==> config.mk <==
export PLATFORM = sky130hd
export DESIGN_NAME = fmSynth
export DESIGN_NICKNAME = d
export VERILOG_FILES = /design/src/synthPipePkg.sv /design/src/synthRegPkg.sv /design/src/configBus.sv /design/src/fmSynth.sv /design/src/operatorMixer.sv /design/src/phaseAccumulator.sv /design/src/registerDecoder.sv /design/src/spiSlave.sv /design/src/waveformGenerator.sv
export VERILOG_INCLUDE_DIRS = /design/src
export SDC_FILE = /design/constraint.sdc
export NUM_CORES = 2
export LEC_CHECK = 0
export BUFFER_PORTS_ARGS = -buffer_cell sky130_fd_sc_hd__buf_4
export CAP_MARGIN = 10
export CORE_AREA = 2 2 614 616
export DETAILED_ROUTE_END_ITERATION = 8
export DIE_AREA = 0 0 616 618
export GPL_TIMING_DRIVEN = 0
export PLACE_DENSITY_LB_ADDON = 0.2
export SYNTH_ARGS = -nofsm -noshare
export SYNTH_HDL_FRONTEND = slang
export SYNTH_SLANG_ARGS = --single-unit
==> constraint.sdc <==
create_clock -name i_Clock -period 11.69 [get_ports i_Clock]
set_input_delay 1.7535 -clock i_Clock [delete_from_list [all_inputs] [get_ports i_Clock]]
set_output_delay 1.7535 -clock i_Clock [all_outputs]
set_load 0.02 [all_outputs]
==> src/synth_cfg.svh <==
`ifndef SYNTH_CFG_SVH
`define SYNTH_CFG_SVH

// Voice and operator layout
`define SYNTH_NUM_VOICES 4
`define SYNTH_NUM_OPERATORS 2
`define SYNTH_NUM_SLOTS (`SYNTH_NUM_VOICES * `SYNTH_NUM_OPERATORS)

// Sine table entries, indexed by the top phase bits
`define SYNTH_TABLE_DEPTH 256

// Register number followed by register value
`define SYNTH_FRAME_BITS 32

`endif

==> src/synthPipePkg.sv <==
`default_nettype none
`include "synth_cfg.svh"

package synthPipePkg;

    // Slot number is voice * operators + operator
    typedef logic [$clog2(`SYNTH_NUM_SLOTS)-1:0] slotId_t;
    typedef logic [15:0] phase_t;
    typedef logic signed [15:0] sample_t;
    typedef logic [7:0] level_t;
    typedef logic [$clog2(`SYNTH_TABLE_DEPTH)-1:0] tableAddr_t;

endpackage

`default_nettype wire

==> src/synthRegPkg.sv <==
`default_nettype none

package synthRegPkg;

    // Top two bits of a register number pick the view
    localparam logic [1:0] PrefixVoiceOp = 2'b11;
    localparam logic [1:0] PrefixGlobal = 2'b10;

    typedef enum logic [5:0] {
        PhaseStep = 6'h00,
        Level = 6'h02,
        NoteOn = 6'h10
    } param_e;

    // 11 PPPPPP VVVVV OOO
    typedef struct packed {
        logic [1:0] prefix;
        logic [5:0] param;
        logic [4:0] voice;
        logic [2:0] op;
    } voiceOpReg_t;

    // 10 AAAAAAAAAAAAAA, sine table address
    typedef struct packed {
        logic [1:0] prefix;
        logic [13:0] tableAddr;
    } globalReg_t;

    typedef union packed {
        voiceOpReg_t voiceOp;
        globalReg_t globalReg;
    } regNumber_u;

    typedef logic [15:0] regValue_t;

endpackage

`default_nettype wire

==> src/configBus.sv <==
`default_nettype none

interface configBus;

    // One-cycle write strobes, at most one high per cycle
    logic phaseStepWrite;
    logic noteOnWrite;
    logic levelWrite;
    logic tableWrite;

    // Valid only together with a strobe
    synthPipePkg::slotId_t slot;
    synthPipePkg::tableAddr_t tableAddr;
    synthRegPkg::regValue_t data;

    modport decoder (
        output phaseStepWrite, noteOnWrite, levelWrite, tableWrite,
        output slot, tableAddr, data
    );

    modport stage (
        input phaseStepWrite, noteOnWrite, levelWrite, tableWrite,
        input slot, tableAddr, data
    );

endinterface

`default_nettype wire

==> src/fmSynth.sv <==
`default_nettype none

module fmSynth (
    input wire logic i_Clock,
    input wire logic i_rstN,
    input wire logic i_SpiCs,
    input wire logic i_SpiSck,
    input wire logic i_SpiMosi,
    output logic o_SpiMiso
);

    logic writeLevel;
    synthRegPkg::regNumber_u regNumber;
    synthRegPkg::regValue_t regValue;
    logic sampleReady;
    synthPipePkg::sample_t mixSample;

    // Pipeline between the stages
    synthPipePkg::slotId_t accSlot;
    logic accNoteOn;
    synthPipePkg::phase_t accPhase;
    synthPipePkg::slotId_t waveSlot;
    logic waveNoteOn;
    synthPipePkg::sample_t waveform;

    configBus configBus_inst ();

    spiSlave spiSlave_inst (
        .i_Clock       (i_Clock),
        .i_rstN        (i_rstN),
        .i_SpiCs       (i_SpiCs),
        .i_SpiSck      (i_SpiSck),
        .i_SpiMosi     (i_SpiMosi),
        .o_SpiMiso     (o_SpiMiso),
        .i_SampleReady (sampleReady),
        .i_Sample      (mixSample),
        .o_WriteLevel  (writeLevel),
        .o_RegNumber   (regNumber),
        .o_RegValue    (regValue)
    );

    registerDecoder registerDecoder_inst (
        .i_Clock      (i_Clock),
        .i_rstN       (i_rstN),
        .i_WriteLevel (writeLevel),
        .i_RegNumber  (regNumber),
        .i_RegValue   (regValue),
        .o_Config     (configBus_inst)
    );

    phaseAccumulator phaseAccumulator_inst (
        .i_Clock  (i_Clock),
        .i_rstN   (i_rstN),
        .i_Config (configBus_inst),
        .o_Slot   (accSlot),
        .o_NoteOn (accNoteOn),
        .o_Phase  (accPhase)
    );

    waveformGenerator waveformGenerator_inst (
        .i_Clock    (i_Clock),
        .i_rstN     (i_rstN),
        .i_Config   (configBus_inst),
        .i_Slot     (accSlot),
        .i_NoteOn   (accNoteOn),
        .i_Phase    (accPhase),
        .o_Slot     (waveSlot),
        .o_NoteOn   (waveNoteOn),
        .o_Waveform (waveform)
    );

    operatorMixer operatorMixer_inst (
        .i_Clock       (i_Clock),
        .i_rstN        (i_rstN),
        .i_Config      (configBus_inst),
        .i_Slot        (waveSlot),
        .i_NoteOn      (waveNoteOn),
        .i_Waveform    (waveform),
        .o_SampleReady (sampleReady),
        .o_Sample      (mixSample)
    );

endmodule

`default_nettype wire

==> src/operatorMixer.sv <==
`default_nettype none
`include "synth_cfg.svh"

module operatorMixer (
    input wire logic i_Clock,
    input wire logic i_rstN,
    configBus.stage i_Config,
    input wire synthPipePkg::slotId_t i_Slot,
    input wire logic i_NoteOn,
    input wire synthPipePkg::sample_t i_Waveform,
    output logic o_SampleReady,
    output synthPipePkg::sample_t o_Sample
);

    localparam int LevelBits = $bits(synthPipePkg::level_t);
    localparam int ProductBits = $bits(synthPipePkg::sample_t) + LevelBits + 1;
    localparam int SumBits = ProductBits + $clog2(`SYNTH_NUM_SLOTS);
    localparam logic signed [SumBits-1:0] SampleMax = 32767;
    localparam logic signed [SumBits-1:0] SampleMin = -32768;
    localparam synthPipePkg::slotId_t LastSlot = synthPipePkg::slotId_t'(`SYNTH_NUM_SLOTS - 1);

    synthPipePkg::level_t levels [`SYNTH_NUM_SLOTS];
    logic signed [ProductBits-1:0] product;
    logic signed [SumBits-1:0] term;
    logic signed [SumBits-1:0] total;
    logic signed [SumBits-1:0] accum;
    synthPipePkg::sample_t saturated;

    always_ff @(posedge i_Clock or negedge i_rstN) begin
        if (!i_rstN) begin
            for (int i = 0; i < `SYNTH_NUM_SLOTS; i++) begin
                levels[i] <= '0;
            end
        end else if (i_Config.levelWrite) begin
            levels[i_Config.slot] <= synthPipePkg::level_t'(i_Config.data);
        end
    end

    // Each active operator is scaled and shifted on its own before the sum
    assign product = i_Waveform * $signed({1'b0, levels[i_Slot]});

    always_comb begin
        term = '0;
        if (i_NoteOn) begin
            term = product >>> LevelBits;
        end
        total = (i_Slot == '0) ? term : accum + term;
        if (total > SampleMax) begin
            saturated = 16'h7FFF;
        end else if (total < SampleMin) begin
            saturated = 16'h8000;
        end else begin
            saturated = total[15:0];
        end
    end

    // Running sum restarts at slot 0
    always_ff @(posedge i_Clock) begin
        accum <= total;
    end

    always_ff @(posedge i_Clock or negedge i_rstN) begin
        if (!i_rstN) begin
            o_SampleReady <= 1'b0;
            o_Sample <= '0;
        end else begin
            o_SampleReady <= (i_Slot == LastSlot);
            if (i_Slot == LastSlot) begin
                o_Sample <= saturated;
            end
        end
    end

    assert property (@(posedge i_Clock) disable iff (!i_rstN) o_SampleReady |=> !o_SampleReady);

endmodule

`default_nettype wire

==> src/phaseAccumulator.sv <==
`default_nettype none
`include "synth_cfg.svh"

module phaseAccumulator (
    input wire logic i_Clock,
    input wire logic i_rstN,
    configBus.stage i_Config,
    output synthPipePkg::slotId_t o_Slot,
    output logic o_NoteOn,
    output synthPipePkg::phase_t o_Phase
);

    synthPipePkg::slotId_t slotCounter;
    synthPipePkg::phase_t phaseStep [`SYNTH_NUM_SLOTS];
    synthPipePkg::phase_t phase [`SYNTH_NUM_SLOTS];
    logic [`SYNTH_NUM_SLOTS-1:0] noteOn;

    // Round robin over all slots, one per clock
    always_ff @(posedge i_Clock or negedge i_rstN) begin
        if (!i_rstN) begin
            slotCounter <= '0;
        end else if (slotCounter == synthPipePkg::slotId_t'(`SYNTH_NUM_SLOTS - 1)) begin
            slotCounter <= '0;
        end else begin
            slotCounter <= slotCounter + 1'b1;
        end
    end

    always_ff @(posedge i_Clock or negedge i_rstN) begin
        if (!i_rstN) begin
            for (int i = 0; i < `SYNTH_NUM_SLOTS; i++) begin
                phaseStep[i] <= '0;
            end
        end else if (i_Config.phaseStepWrite) begin
            phaseStep[i_Config.slot] <= i_Config.data;
        end
    end

    always_ff @(posedge i_Clock or negedge i_rstN) begin
        if (!i_rstN) begin
            for (int i = 0; i < `SYNTH_NUM_SLOTS; i++) begin
                phase[i] <= '0;
            end
            noteOn <= '0;
            o_Slot <= '0;
            o_NoteOn <= 1'b0;
            o_Phase <= '0;
        end else begin
            o_Slot <= slotCounter;
            o_NoteOn <= noteOn[slotCounter];
            o_Phase <= phase[slotCounter];
            if (noteOn[slotCounter]) begin
                phase[slotCounter] <= phase[slotCounter] + phaseStep[slotCounter];
            end
            // Note off parks the phase at zero, overriding the add above
            if (i_Config.noteOnWrite) begin
                noteOn[i_Config.slot] <= i_Config.data[0];
                if (!i_Config.data[0]) begin
                    phase[i_Config.slot] <= '0;
                end
            end
        end
    end

    assert property (@(posedge i_Clock) disable iff (!i_rstN) slotCounter < `SYNTH_NUM_SLOTS);

endmodule

`default_nettype wire

==> src/registerDecoder.sv <==
`default_nettype none
`include "synth_cfg.svh"

module registerDecoder (
    input wire logic i_Clock,
    input wire logic i_rstN,
    input wire logic i_WriteLevel,
    input wire synthRegPkg::regNumber_u i_RegNumber,
    input wire synthRegPkg::regValue_t i_RegValue,
    configBus.decoder o_Config
);

    logic levelLast;
    logic writePulse;
    logic voiceOpHit;
    logic globalHit;

    always_ff @(posedge i_Clock or negedge i_rstN) begin
        if (!i_rstN) begin
            levelLast <= 1'b0;
        end else begin
            levelLast <= i_WriteLevel;
        end
    end

    // One write per frame
    assign writePulse = i_WriteLevel && !levelLast;

    // Out of range voices, operators and table entries are dropped
    assign voiceOpHit = writePulse
        && i_RegNumber.voiceOp.prefix == synthRegPkg::PrefixVoiceOp
        && i_RegNumber.voiceOp.voice < `SYNTH_NUM_VOICES
        && i_RegNumber.voiceOp.op < `SYNTH_NUM_OPERATORS;
    assign globalHit = writePulse
        && i_RegNumber.globalReg.prefix == synthRegPkg::PrefixGlobal
        && i_RegNumber.globalReg.tableAddr < `SYNTH_TABLE_DEPTH;

    assign o_Config.phaseStepWrite = voiceOpHit
        && i_RegNumber.voiceOp.param == synthRegPkg::PhaseStep;
    assign o_Config.levelWrite = voiceOpHit && i_RegNumber.voiceOp.param == synthRegPkg::Level;
    assign o_Config.noteOnWrite = voiceOpHit && i_RegNumber.voiceOp.param == synthRegPkg::NoteOn;
    assign o_Config.tableWrite = globalHit;

    assign o_Config.slot = synthPipePkg::slotId_t'(
        i_RegNumber.voiceOp.voice * `SYNTH_NUM_OPERATORS + i_RegNumber.voiceOp.op);
    assign o_Config.tableAddr = synthPipePkg::tableAddr_t'(i_RegNumber.globalReg.tableAddr);
    assign o_Config.data = i_RegValue;

    assert property (@(posedge i_Clock) disable iff (!i_rstN)
        $onehot0({o_Config.phaseStepWrite, o_Config.levelWrite,
                  o_Config.noteOnWrite, o_Config.tableWrite}));

endmodule

`default_nettype wire

==> src/spiSlave.sv <==
`default_nettype none
`include "synth_cfg.svh"

module spiSlave (
    input wire logic i_Clock,
    input wire logic i_rstN,
    input wire logic i_SpiCs,
    input wire logic i_SpiSck,
    input wire logic i_SpiMosi,
    output logic o_SpiMiso,
    input wire logic i_SampleReady,
    input wire synthPipePkg::sample_t i_Sample,
    output logic o_WriteLevel,
    output synthRegPkg::regNumber_u o_RegNumber,
    output synthRegPkg::regValue_t o_RegValue
);

    localparam int CountBits = $clog2(`SYNTH_FRAME_BITS + 1);

    logic [1:0] csSync;
    logic [1:0] sckSync;
    logic [1:0] mosiSync;
    logic csLast;
    logic sckLast;
    logic csActive;
    logic csFall;
    logic sckRise;
    logic sckFall;
    logic frameBit;
    logic [CountBits-1:0] bitCount;
    logic [`SYNTH_FRAME_BITS-1:0] frameShift;
    synthPipePkg::sample_t heldSample;
    logic [15:0] misoShift;

    // Two flops on every pin, a third for edge detection
    always_ff @(posedge i_Clock or negedge i_rstN) begin
        if (!i_rstN) begin
            csSync <= 2'b11;
            sckSync <= 2'b00;
            mosiSync <= 2'b00;
            csLast <= 1'b1;
            sckLast <= 1'b0;
        end else begin
            csSync <= {csSync[0], i_SpiCs};
            sckSync <= {sckSync[0], i_SpiSck};
            mosiSync <= {mosiSync[0], i_SpiMosi};
            csLast <= csSync[1];
            sckLast <= sckSync[1];
        end
    end

    assign csActive = !csSync[1];
    assign csFall = !csSync[1] && csLast;
    assign sckRise = sckSync[1] && !sckLast;
    assign sckFall = !sckSync[1] && sckLast;
    assign frameBit = csActive && sckRise && (bitCount < CountBits'(`SYNTH_FRAME_BITS));

    // Level rises on the last bit and holds until CS goes high
    always_ff @(posedge i_Clock or negedge i_rstN) begin
        if (!i_rstN) begin
            bitCount <= '0;
            o_WriteLevel <= 1'b0;
        end else if (!csActive) begin
            bitCount <= '0;
            o_WriteLevel <= 1'b0;
        end else if (frameBit) begin
            bitCount <= bitCount + 1'b1;
            if (bitCount == CountBits'(`SYNTH_FRAME_BITS - 1)) begin
                o_WriteLevel <= 1'b1;
            end
        end
    end

    // MSB first, register number ends up in the upper half
    always_ff @(posedge i_Clock) begin
        if (frameBit) begin
            frameShift <= {frameShift[`SYNTH_FRAME_BITS-2:0], mosiSync[1]};
        end
    end

    assign o_RegNumber = frameShift[`SYNTH_FRAME_BITS-1 -: 16];
    assign o_RegValue = frameShift[15:0];

    // Sample readout, loaded at frame start and shifted after each falling SCK
    always_ff @(posedge i_Clock or negedge i_rstN) begin
        if (!i_rstN) begin
            heldSample <= '0;
            misoShift <= '0;
        end else begin
            if (i_SampleReady) begin
                heldSample <= i_Sample;
            end
            if (csFall) begin
                misoShift <= heldSample;
            end else if (csActive && sckFall) begin
                misoShift <= {misoShift[14:0], 1'b0};
            end
        end
    end

    assign o_SpiMiso = misoShift[15];

    assert property (@(posedge i_Clock) disable iff (!i_rstN) csLast |-> !o_WriteLevel);

endmodule

`default_nettype wire

==> src/waveformGenerator.sv <==
`default_nettype none
`include "synth_cfg.svh"

module waveformGenerator (
    input wire logic i_Clock,
    input wire logic i_rstN,
    configBus.stage i_Config,
    input wire synthPipePkg::slotId_t i_Slot,
    input wire logic i_NoteOn,
    input wire synthPipePkg::phase_t i_Phase,
    output synthPipePkg::slotId_t o_Slot,
    output logic o_NoteOn,
    output synthPipePkg::sample_t o_Waveform
);

    synthPipePkg::sample_t sineTable [`SYNTH_TABLE_DEPTH];
    synthPipePkg::tableAddr_t readAddr;

    // Top phase bits select the entry
    assign readAddr = i_Phase[$bits(synthPipePkg::phase_t)-1 -: $bits(synthPipePkg::tableAddr_t)];

    // Table is loaded over SPI, contents undefined until written
    always_ff @(posedge i_Clock) begin
        if (i_Config.tableWrite) begin
            sineTable[i_Config.tableAddr] <= synthPipePkg::sample_t'(i_Config.data);
        end
        o_Waveform <= sineTable[readAddr];
    end

    // Slot tag travels alongside the lookup
    always_ff @(posedge i_Clock or negedge i_rstN) begin
        if (!i_rstN) begin
            o_Slot <= '0;
            o_NoteOn <= 1'b0;
        end else begin
            o_Slot <= i_Slot;
            o_NoteOn <= i_NoteOn;
        end
    end

endmodule

`default_nettype wire
Word level (Yosys, flattened, before mapping)
Memory sizes are Yosys's and may differ from the RTL's. A register that Yosys moved wholly into a read port is not among the register bits.
Cells that the tools add are included.
{ "word_totals": {"regBits": 480, "inputBits": 5, "ram_bits": 4096, "elab_cells": 146, "memories": 1, "output_inout_bits": 1} }
{ "memory_table": {"columns": ["memory", "words", "width", "rd", "rd_clocked_by_memory_dff", "write_ports", "line_no", "source"], "rows": [
  ["waveformGenerator_inst.sineTable", 256, 16, 1, 1, 1, "waveformGenerator.sv:16", "synthPipePkg::sample_t sineTable [`SYNTH_TABLE_DEPTH];"]
]} }
{ "classes": {"order_cmp": 14, "n_reduce_logical": 28, "n_eq_ne": 7, "bitwise_logic": 5, "n_mux": 40, "addsub": 5, "mul": 1} }
{ "ops": {"columns": ["cell", "count"], "rows": [
  ["two-way mux 128 bit", 3],
  ["bitwise mux 128 bit", 2],
  ["two-way mux 16 bit", 10],
  ["bitwise AND 128 bit", 1],
  ["inverter 128 bit", 1],
  ["binary-select mux 16 bit (select 3 bit)", 2],
  ["demux 16 bit (select 3 bit)", 2],
  ["bitwise mux 64 bit", 1],
  ["two-way mux 28 bit", 2],
  ["adder 28 bit", 1],
  ["> comparator 28 x 16 -> 1 bit, second input constant", 1],
  ["< comparator 28 x 16 -> 1 bit, second input constant", 1],
  ["multiplier 16 x 9 -> 25 bit", 1],
  ["binary-select mux 8 bit (select 3 bit)", 1],
  ["demux 8 bit (select 3 bit)", 1],
  ["two-way mux 8 bit", 3],
  ["logical AND 1 bit", 18],
  ["adder 16 bit", 1],
  ["< comparator 14 x 9 -> 1 bit, second input constant", 1],
  ["equality test 6 x 5 -> 1 bit, second input constant", 2],
  [">= comparator 4 bit, second input constant", 3],
  ["two-way mux 6 bit", 2],
  ["inverter 3 -> 4 bit", 3],
  ["bitwise mux 8 bit", 1],
  ["other kinds (21)", 36]
]} }

Logic depth before layout (Yosys ltp)
{ "depth": {"word_depth": 11, "depth_mapped": 37, "ltp_nobuf": 33} }

Modules after synthesis
A second synthesis with hierarchy kept.
{ "unflattened": {"hier_cells": 9915, "hier_area_um2": 186670.3} }
{ "modules_own_cells": {"columns": ["mod", "n_inst", "cells_per_inst", "seq_area_each_um2", "area_each_um2"], "rows": [
  ["waveformGenerator", 1, 7364, 123418.4, 158814.8],
  ["phaseAccumulator", 1, 1194, 7181.9, 13379.1],
  ["operatorMixer", 1, 1154, 2587.5, 11162.0],
  ["spiSlave", 1, 163, 2140.8, 2985.4],
  ["registerDecoder", 1, 40, 25.0, 329.1]
]} }

Worst setup path before layout
No wires, ideal clock.
{ "synth_path": {"path_type": "reg2reg", "startpoint": "reg waveformGenerator_inst.o_Slot[0]", "endpoint": "reg operatorMixer_inst.o_Sample[14]", "t_arrival_ns": 9.122, "path_slack_ns": 2.491, "stages_incl_launch_ff": 34, "setup_ns": 0.077, "path_cell_list": "dfrtp_1 buf_6 buf_1 mux4_2 mux2i_1 clkbuf_1 nor2b_1 fa_1 fa_1 fa_1 inv_1 fa_1 inv_1 ha_1 a21o_1 a21o_1 a21oi_1 o2111a_1 or3_4 a21boi_1 nor3_2 ha_1 clkbuf_1 a21oi_1 o21bai_1 a2111oi_0 mux2i_1 nand3_1 a211oi_1 nand4_1 o41ai_2 a31o_4 or3b_1 a21oi_1"} }
{ "synth_between": {"elab_chain_cells": 11, "word_cells_on_any_way": 14, "classes_between": "add/sub (1); mul (1); order compare (2); eq/ne (1); mux (7); bitwise (1); reduce/logical (1)"} }
{ "synth_rtl": {"columns": ["element", "line_no", "source"], "rows": [
  ["from (decl)", "waveformGenerator.sv:11", "output synthPipePkg::slotId_t o_Slot,"],
  ["from (signal assigned)", "waveformGenerator.sv:36", "o_Slot <= i_Slot;"],
  ["inverter 3 -> 4 bit (not written as such)", "operatorMixer.sv:40", "assign product = i_Waveform * $signed({1'b0, levels[i_Slot]});"],
  ["binary-select mux 8 bit (select 3 bit)", "operatorMixer.sv:40", null],
  ["two-way mux 8 bit (not written as such) (2 in series)", "operatorMixer.sv:40", null],
  ["multiplier 16 x 9 -> 25 bit", "operatorMixer.sv:40", null],
  ["two-way mux 28 bit", "operatorMixer.sv:44", "if (i_NoteOn) begin"],
  ["adder 28 bit", "operatorMixer.sv:47", "total = (i_Slot == '0) ? term : accum + term;"],
  ["two-way mux 28 bit", "operatorMixer.sv:47", null],
  ["< comparator 28 x 16 -> 1 bit", "operatorMixer.sv:50", "end else if (total < SampleMin) begin"],
  ["two-way mux 16 bit", "operatorMixer.sv:50", null],
  ["two-way mux 16 bit", "operatorMixer.sv:48", "if (total > SampleMax) begin"],
  ["to (signal assigned)", "operatorMixer.sv:69", "o_Sample <= saturated;"],
  ["to (decl)", "operatorMixer.sv:12", "output synthPipePkg::sample_t o_Sample"]
]} }
Several ways; a longest one is shown, not always the timed one. The select of a mux whose other input is x is not followed.
A chain may end at the register's enable or synchronous reset.

Worst setup path after layout
Same ends and word-level chain as after synthesis.

==> impl_results.md <==
- Post-Route Hold Slack: around 0.35 ns
- Most frequent standard cell in the layout excluding fill and tap cells: sky130_fd_sc_hd__edfxtp_1
- Clock period minus worst slack: 10.96 ns
- Synth-to-Final Area Change: 16.15%
- Placer congestion estimate: slightly below 0.9
- Clock net sink count: 4584
- Number of unique standard cell types used by synthesis: 77
- Drt initial violations: 11.84k
- Maximum number of buffers from clock root to sink: 4
- TritonCTS clock tree: built
- Measured slew at the worst slew-check pin: 1.345 ns
- Pin count of the biggest net entering global routing: approximately 130
- Number of filler cells placed in the layout: 27.17k
- Most used cell, CP: sky130_fd_sc_hd__fa_1
- Final Hold Fails: 0
- Number of synthesized flops with an enable pin: approximately 4.1k
- Worst hold path type: reg2reg
- Dominant delay contributor by cell family on the critical path: compound AO/OA/AOI/OAI gates
- Cell depth of the worst setup path: 33
- Height of the die: between 600 and 700 um
- Number of cells traversed by the worst register-to-register path: 33
- Top-Level Pins: 6
- Period utilisation layout: 0.9372
- Hold Buf Count CTS: 0
- Sum of negative setup slack: 0 ns
- Number of register bits inferred by synthesis: 4584
- Worst setup slack before clock tree synthesis: 0.2669 ns
- Mapped Avg Cell Area: between 20 and 25 um^2
- Root buf cell: sky130_fd_sc_hd__clkbuf_16
- Final count of negative-setup-slack endpoints: 0
- Critical path launch point type: flop
- Standard cell area after detailed placement: ~200000 um^2
- Net count after synthesis: ~8.8k
- Worst setup path category: reg2reg
- Register-to-register setup slack: 0.73 ns
- Final setup skew: about 0.084 ns
- Number of clock buffers inserted by TritonCTS: approximately 460
- Setup repair after global routing missed its margin: no
- Worst EP required: around 13 ns
- Initial standard-cell utilization of the core: 0.4879
- Maximum level of the CTS H-tree: 5
- Standard cell core area: between 300000 and 400000 um^2
- Status: finished, final reports clean
- Wire length of the first global-routing pass: ~690000 um
- Summed area of non-filler cells in the final layout: 212000 um^2
- Worst-skew pair later-pin latency: slightly above 1 ns
- Port Buffers: 5
- Gate Count Post-Synth: about 8.6k
- Multi-input gate area in the final layout: approximately 46000 um^2
- Reg-to-Reg End: operatorMixer_inst.o_Sample[14]
- CP max stage cell: sky130_fd_sc_hd__a2111oi_0
- End of the critical path: operatorMixer_inst.o_Sample[14]
- Average routed wire per standard cell: 32.95 um
- Beginning of the worst register-to-register path: waveformGenerator_inst.o_Slot[0]
- NumNets Final: roughly 9.6k
- Final wirelength: about 490000 um
- Die extent in x: between 600 and 700 um
- Final Total Pwr: approximately 32000 uW
- Total overflow reported by the global router: 0
- Warning count from the yosys run: 0
- Cell leakage power: 0.06802 uW
- Grt peak-use layer: met2
- Ratio of cells with drive above 1 in the final layout: 0.3006
- Sequential element share of the synthesized area: 0.7403
- Post-synthesis cell area: between 150000 and 200000 um^2
- Antenna violations before repair: 46
- Total power per unit cell area: about 150 nW/um^2
- Die ar.: approximately 380000 um^2
- Met1 capacity usage during global routing: 0.3477
- Kind of capture point of the worst setup path: flop
- Met3 track demand over resource in global routing: 0.04815
- Post-detailed-route via-to-cell ratio: a little over 6
- DRC violations left: 0
- Area of all sequential standard cells: 135200 um^2
- CP max FO: 12
- Worst slew margin relative to its limit: 0.1006
- Residual antenna-violating net count after detailed routing: 0
- Timing-limited maximum frequency: around 0.09 GHz
- Via count of the first global-routing pass: ~93k
- Crit. Startpoint: waveformGenerator_inst.o_Slot[0]
- Total number of vias: 91.63k
- Proportion of register bits with asynchronous set or reset after synthesis: 0.08988
- # Post-CTS Setup Buffers: 0
- Clock transition at the register clock pins on the worst setup and hold paths after CTS: around 0.060 ns
- Reported max-cap violation count: 0
- Arrival time worst endpoint: between 10 and 15 ns
- Core Rows: 225
- Detailed-router iteration count before antenna repair: 5
- Fin. max-slew vios: 0
- Dominant register cell in the synthesized netlist: sky130_fd_sc_hd__edfxtp_1
- Overall fraction of global-route tracks in use: 0.2555
- Buf/Inv on CP: 6
- PnR worst setup slack: around 0.73 ns
- Met2 Resource Use GR: 0.4123
- Top library cells by usage in the layout, fill and taps aside: sky130_fd_sc_hd__edfxtp_1 (4128), sky130_fd_sc_hd__mux4_2 (1376), sky130_fd_sc_hd__clkbuf_16 (462)
- Crit path largest cell delay: slightly above 0.7 ns
- Highest ir drop seen on vdd: 0.1449 mV
- Post-DP HPWL: ~340000 um
-- synthesized netlist by cell type (all sizes together), types with 6 or more instances --
| master | count | area (um^2) |
|---|---|---|
| nand2b | 19 | 118.9 |
| xor2 | 21 | 183.9 |
| nand3 | 36 | 180.2 |
| and3 | 8 | 50.05 |
| a31o | 6 | 61.31 |
| nand4 | 40 | 250.2 |
| mux2 | 221 | 2496 |
| dfxtp | 44 | 880.8 |
| a221oi | 10 | 87.58 |
| a21oi | 180 | 900.9 |
| nor3 | 21 | 110.1 |
| o211ai | 12 | 90.09 |
| or3 | 6 | 42.54 |
| a22oi | 127 | 953.4 |
| nor2b | 84 | 525.5 |
| mux4 | 1376 | 30990 |
| edfxtp | 4128 | 124000 |
| and2 | 29 | 181.4 |
| buf | 90 | 361.6 |
| xnor2 | 37 | 324.1 |
| nor2 | 383 | 1440 |
| fa | 103 | 2062 |
| o21bai | 9 | 67.56 |
| mux2i | 26 | 260.3 |
| a211oi | 16 | 120.1 |
| inv | 153 | 574.3 |
| dfrtp | 409 | 10230 |
| nor3b | 6 | 45.04 |
| a22o | 6 | 52.55 |
| nand2 | 378 | 1419 |
| clkbuf | 365 | 1370 |
| ha | 92 | 1151 |
| o21ai | 43 | 215.2 |
| a21o | 31 | 232.7 |
-- flip-flops by register name, summed over array words and instances (netlist names), 28 cells and up --
register / cells
operatorMixer_inst.accum: 28
phaseAccumulator_inst.phaseStep: 128
phaseAccumulator_inst.phase: 128
waveformGenerator_inst.sineTable: 4096
spiSlave_inst.frameShift: 32
operatorMixer_inst.levels: 64
-- metal layers --
| metal | part of all wire | wire length, um | up-vias |
|---|---|---|---|
| li1 | - | - | 37000 |
| met1 | 0.39 | 188900 | 49560 |
| met2 | 0.49 | 236500 | 4236 |
| met3 | 0.083 | 40520 | 829 |
| met4 | 0.044 | 21310 | 8 |
| met5 | 0.00013 | 61 | - |
-- through the flow --
step	instances	util
final	14790	0.5667
after global routing	14780	0.5667
after CTS	14770	0.5664
after detailed placement	13920	0.5269
after global placement	13570	0.5047
after floorplan	8572	-
-- worst min path at each step --
| stage | start | endpoint | slack (ns) | depth (start not counted) |
|---|---|---|---|---|
| 2_1_floorplan | spiSlave_inst.mosiSync[0] | spiSlave_inst.mosiSync[1] | 0.33 | 0 |
| 3_3_place_gp | phaseAccumulator_inst.o_NoteOn | waveformGenerator_inst.o_NoteOn | 0.34 | 0 |
| 3_5_place_dp | phaseAccumulator_inst.o_NoteOn | waveformGenerator_inst.o_NoteOn | 0.33 | 0 |
| 4_1_cts | phaseAccumulator_inst.o_Slot[2] | waveformGenerator_inst.o_Slot[2] | 0.35 | 0 |
| 5_1_grt | spiSlave_inst.mosiSync[0] | spiSlave_inst.mosiSync[1] | 0.36 | 0 |
| 6_report | phaseAccumulator_inst.o_Slot[0] | waveformGenerator_inst.o_Slot[0] | 0.35 | 0 |
-- final cells by class --
class | instances | area share
Antenna cell | 13 | 0.0001534
Buffer | 455 | 0.008450
Clock buffer | 580 | 0.05728
Clock inverter | 269 | 0.01233
Inverter | 155 | 0.002744
Multi-Input combinational cell | 3378 | 0.2160
Sequential cell | 4584 | 0.6374
Tap cell | 4994 | 0.02947
Timing Repair Buffer | 359 | 0.03620
-- worst register-to-register path: cells and delay by family, from the launching register on --
family	cells	cell delay (ns)
AOI/OAI and AO/OA	12	3.17
adders and majority gates	6	2.71
buffers and inverters	6	1.65
and+or+nand+nor	6	1.58
muxes	3	1.46
DFF	1	0.34
-- cells by family (layout without fill, tap and decap cells) --
family                     count (synthesis)  in the layout  synth area share
other                                      0             13                 0
AOI/OAI and AO/OA                        470            470           0.01688
adders and majority gates                195            195           0.01760
buffers and inverters                    610           1818           0.01267
muxes                                   1623           1623            0.1849
and+or+nand+nor                         1032           1032           0.02486
DFF                                     4584           4584            0.7403
xor gates and xnor gates                  58             58          0.002783
-- power breakdown --
part,internal [uW],switching [uW],total [uW]
Sequential,17700,10.5,17700
Clock,8250,6250,14500
Combinational,81.0,183,264
Total,26000,6440,32500
-- repair_timing --
action,CTS,global route
resized for setup,0,4
endpoints found under the hold margin,0,0
setup endpoints to repair,0,15
Power figures use the tool's default switching activity.
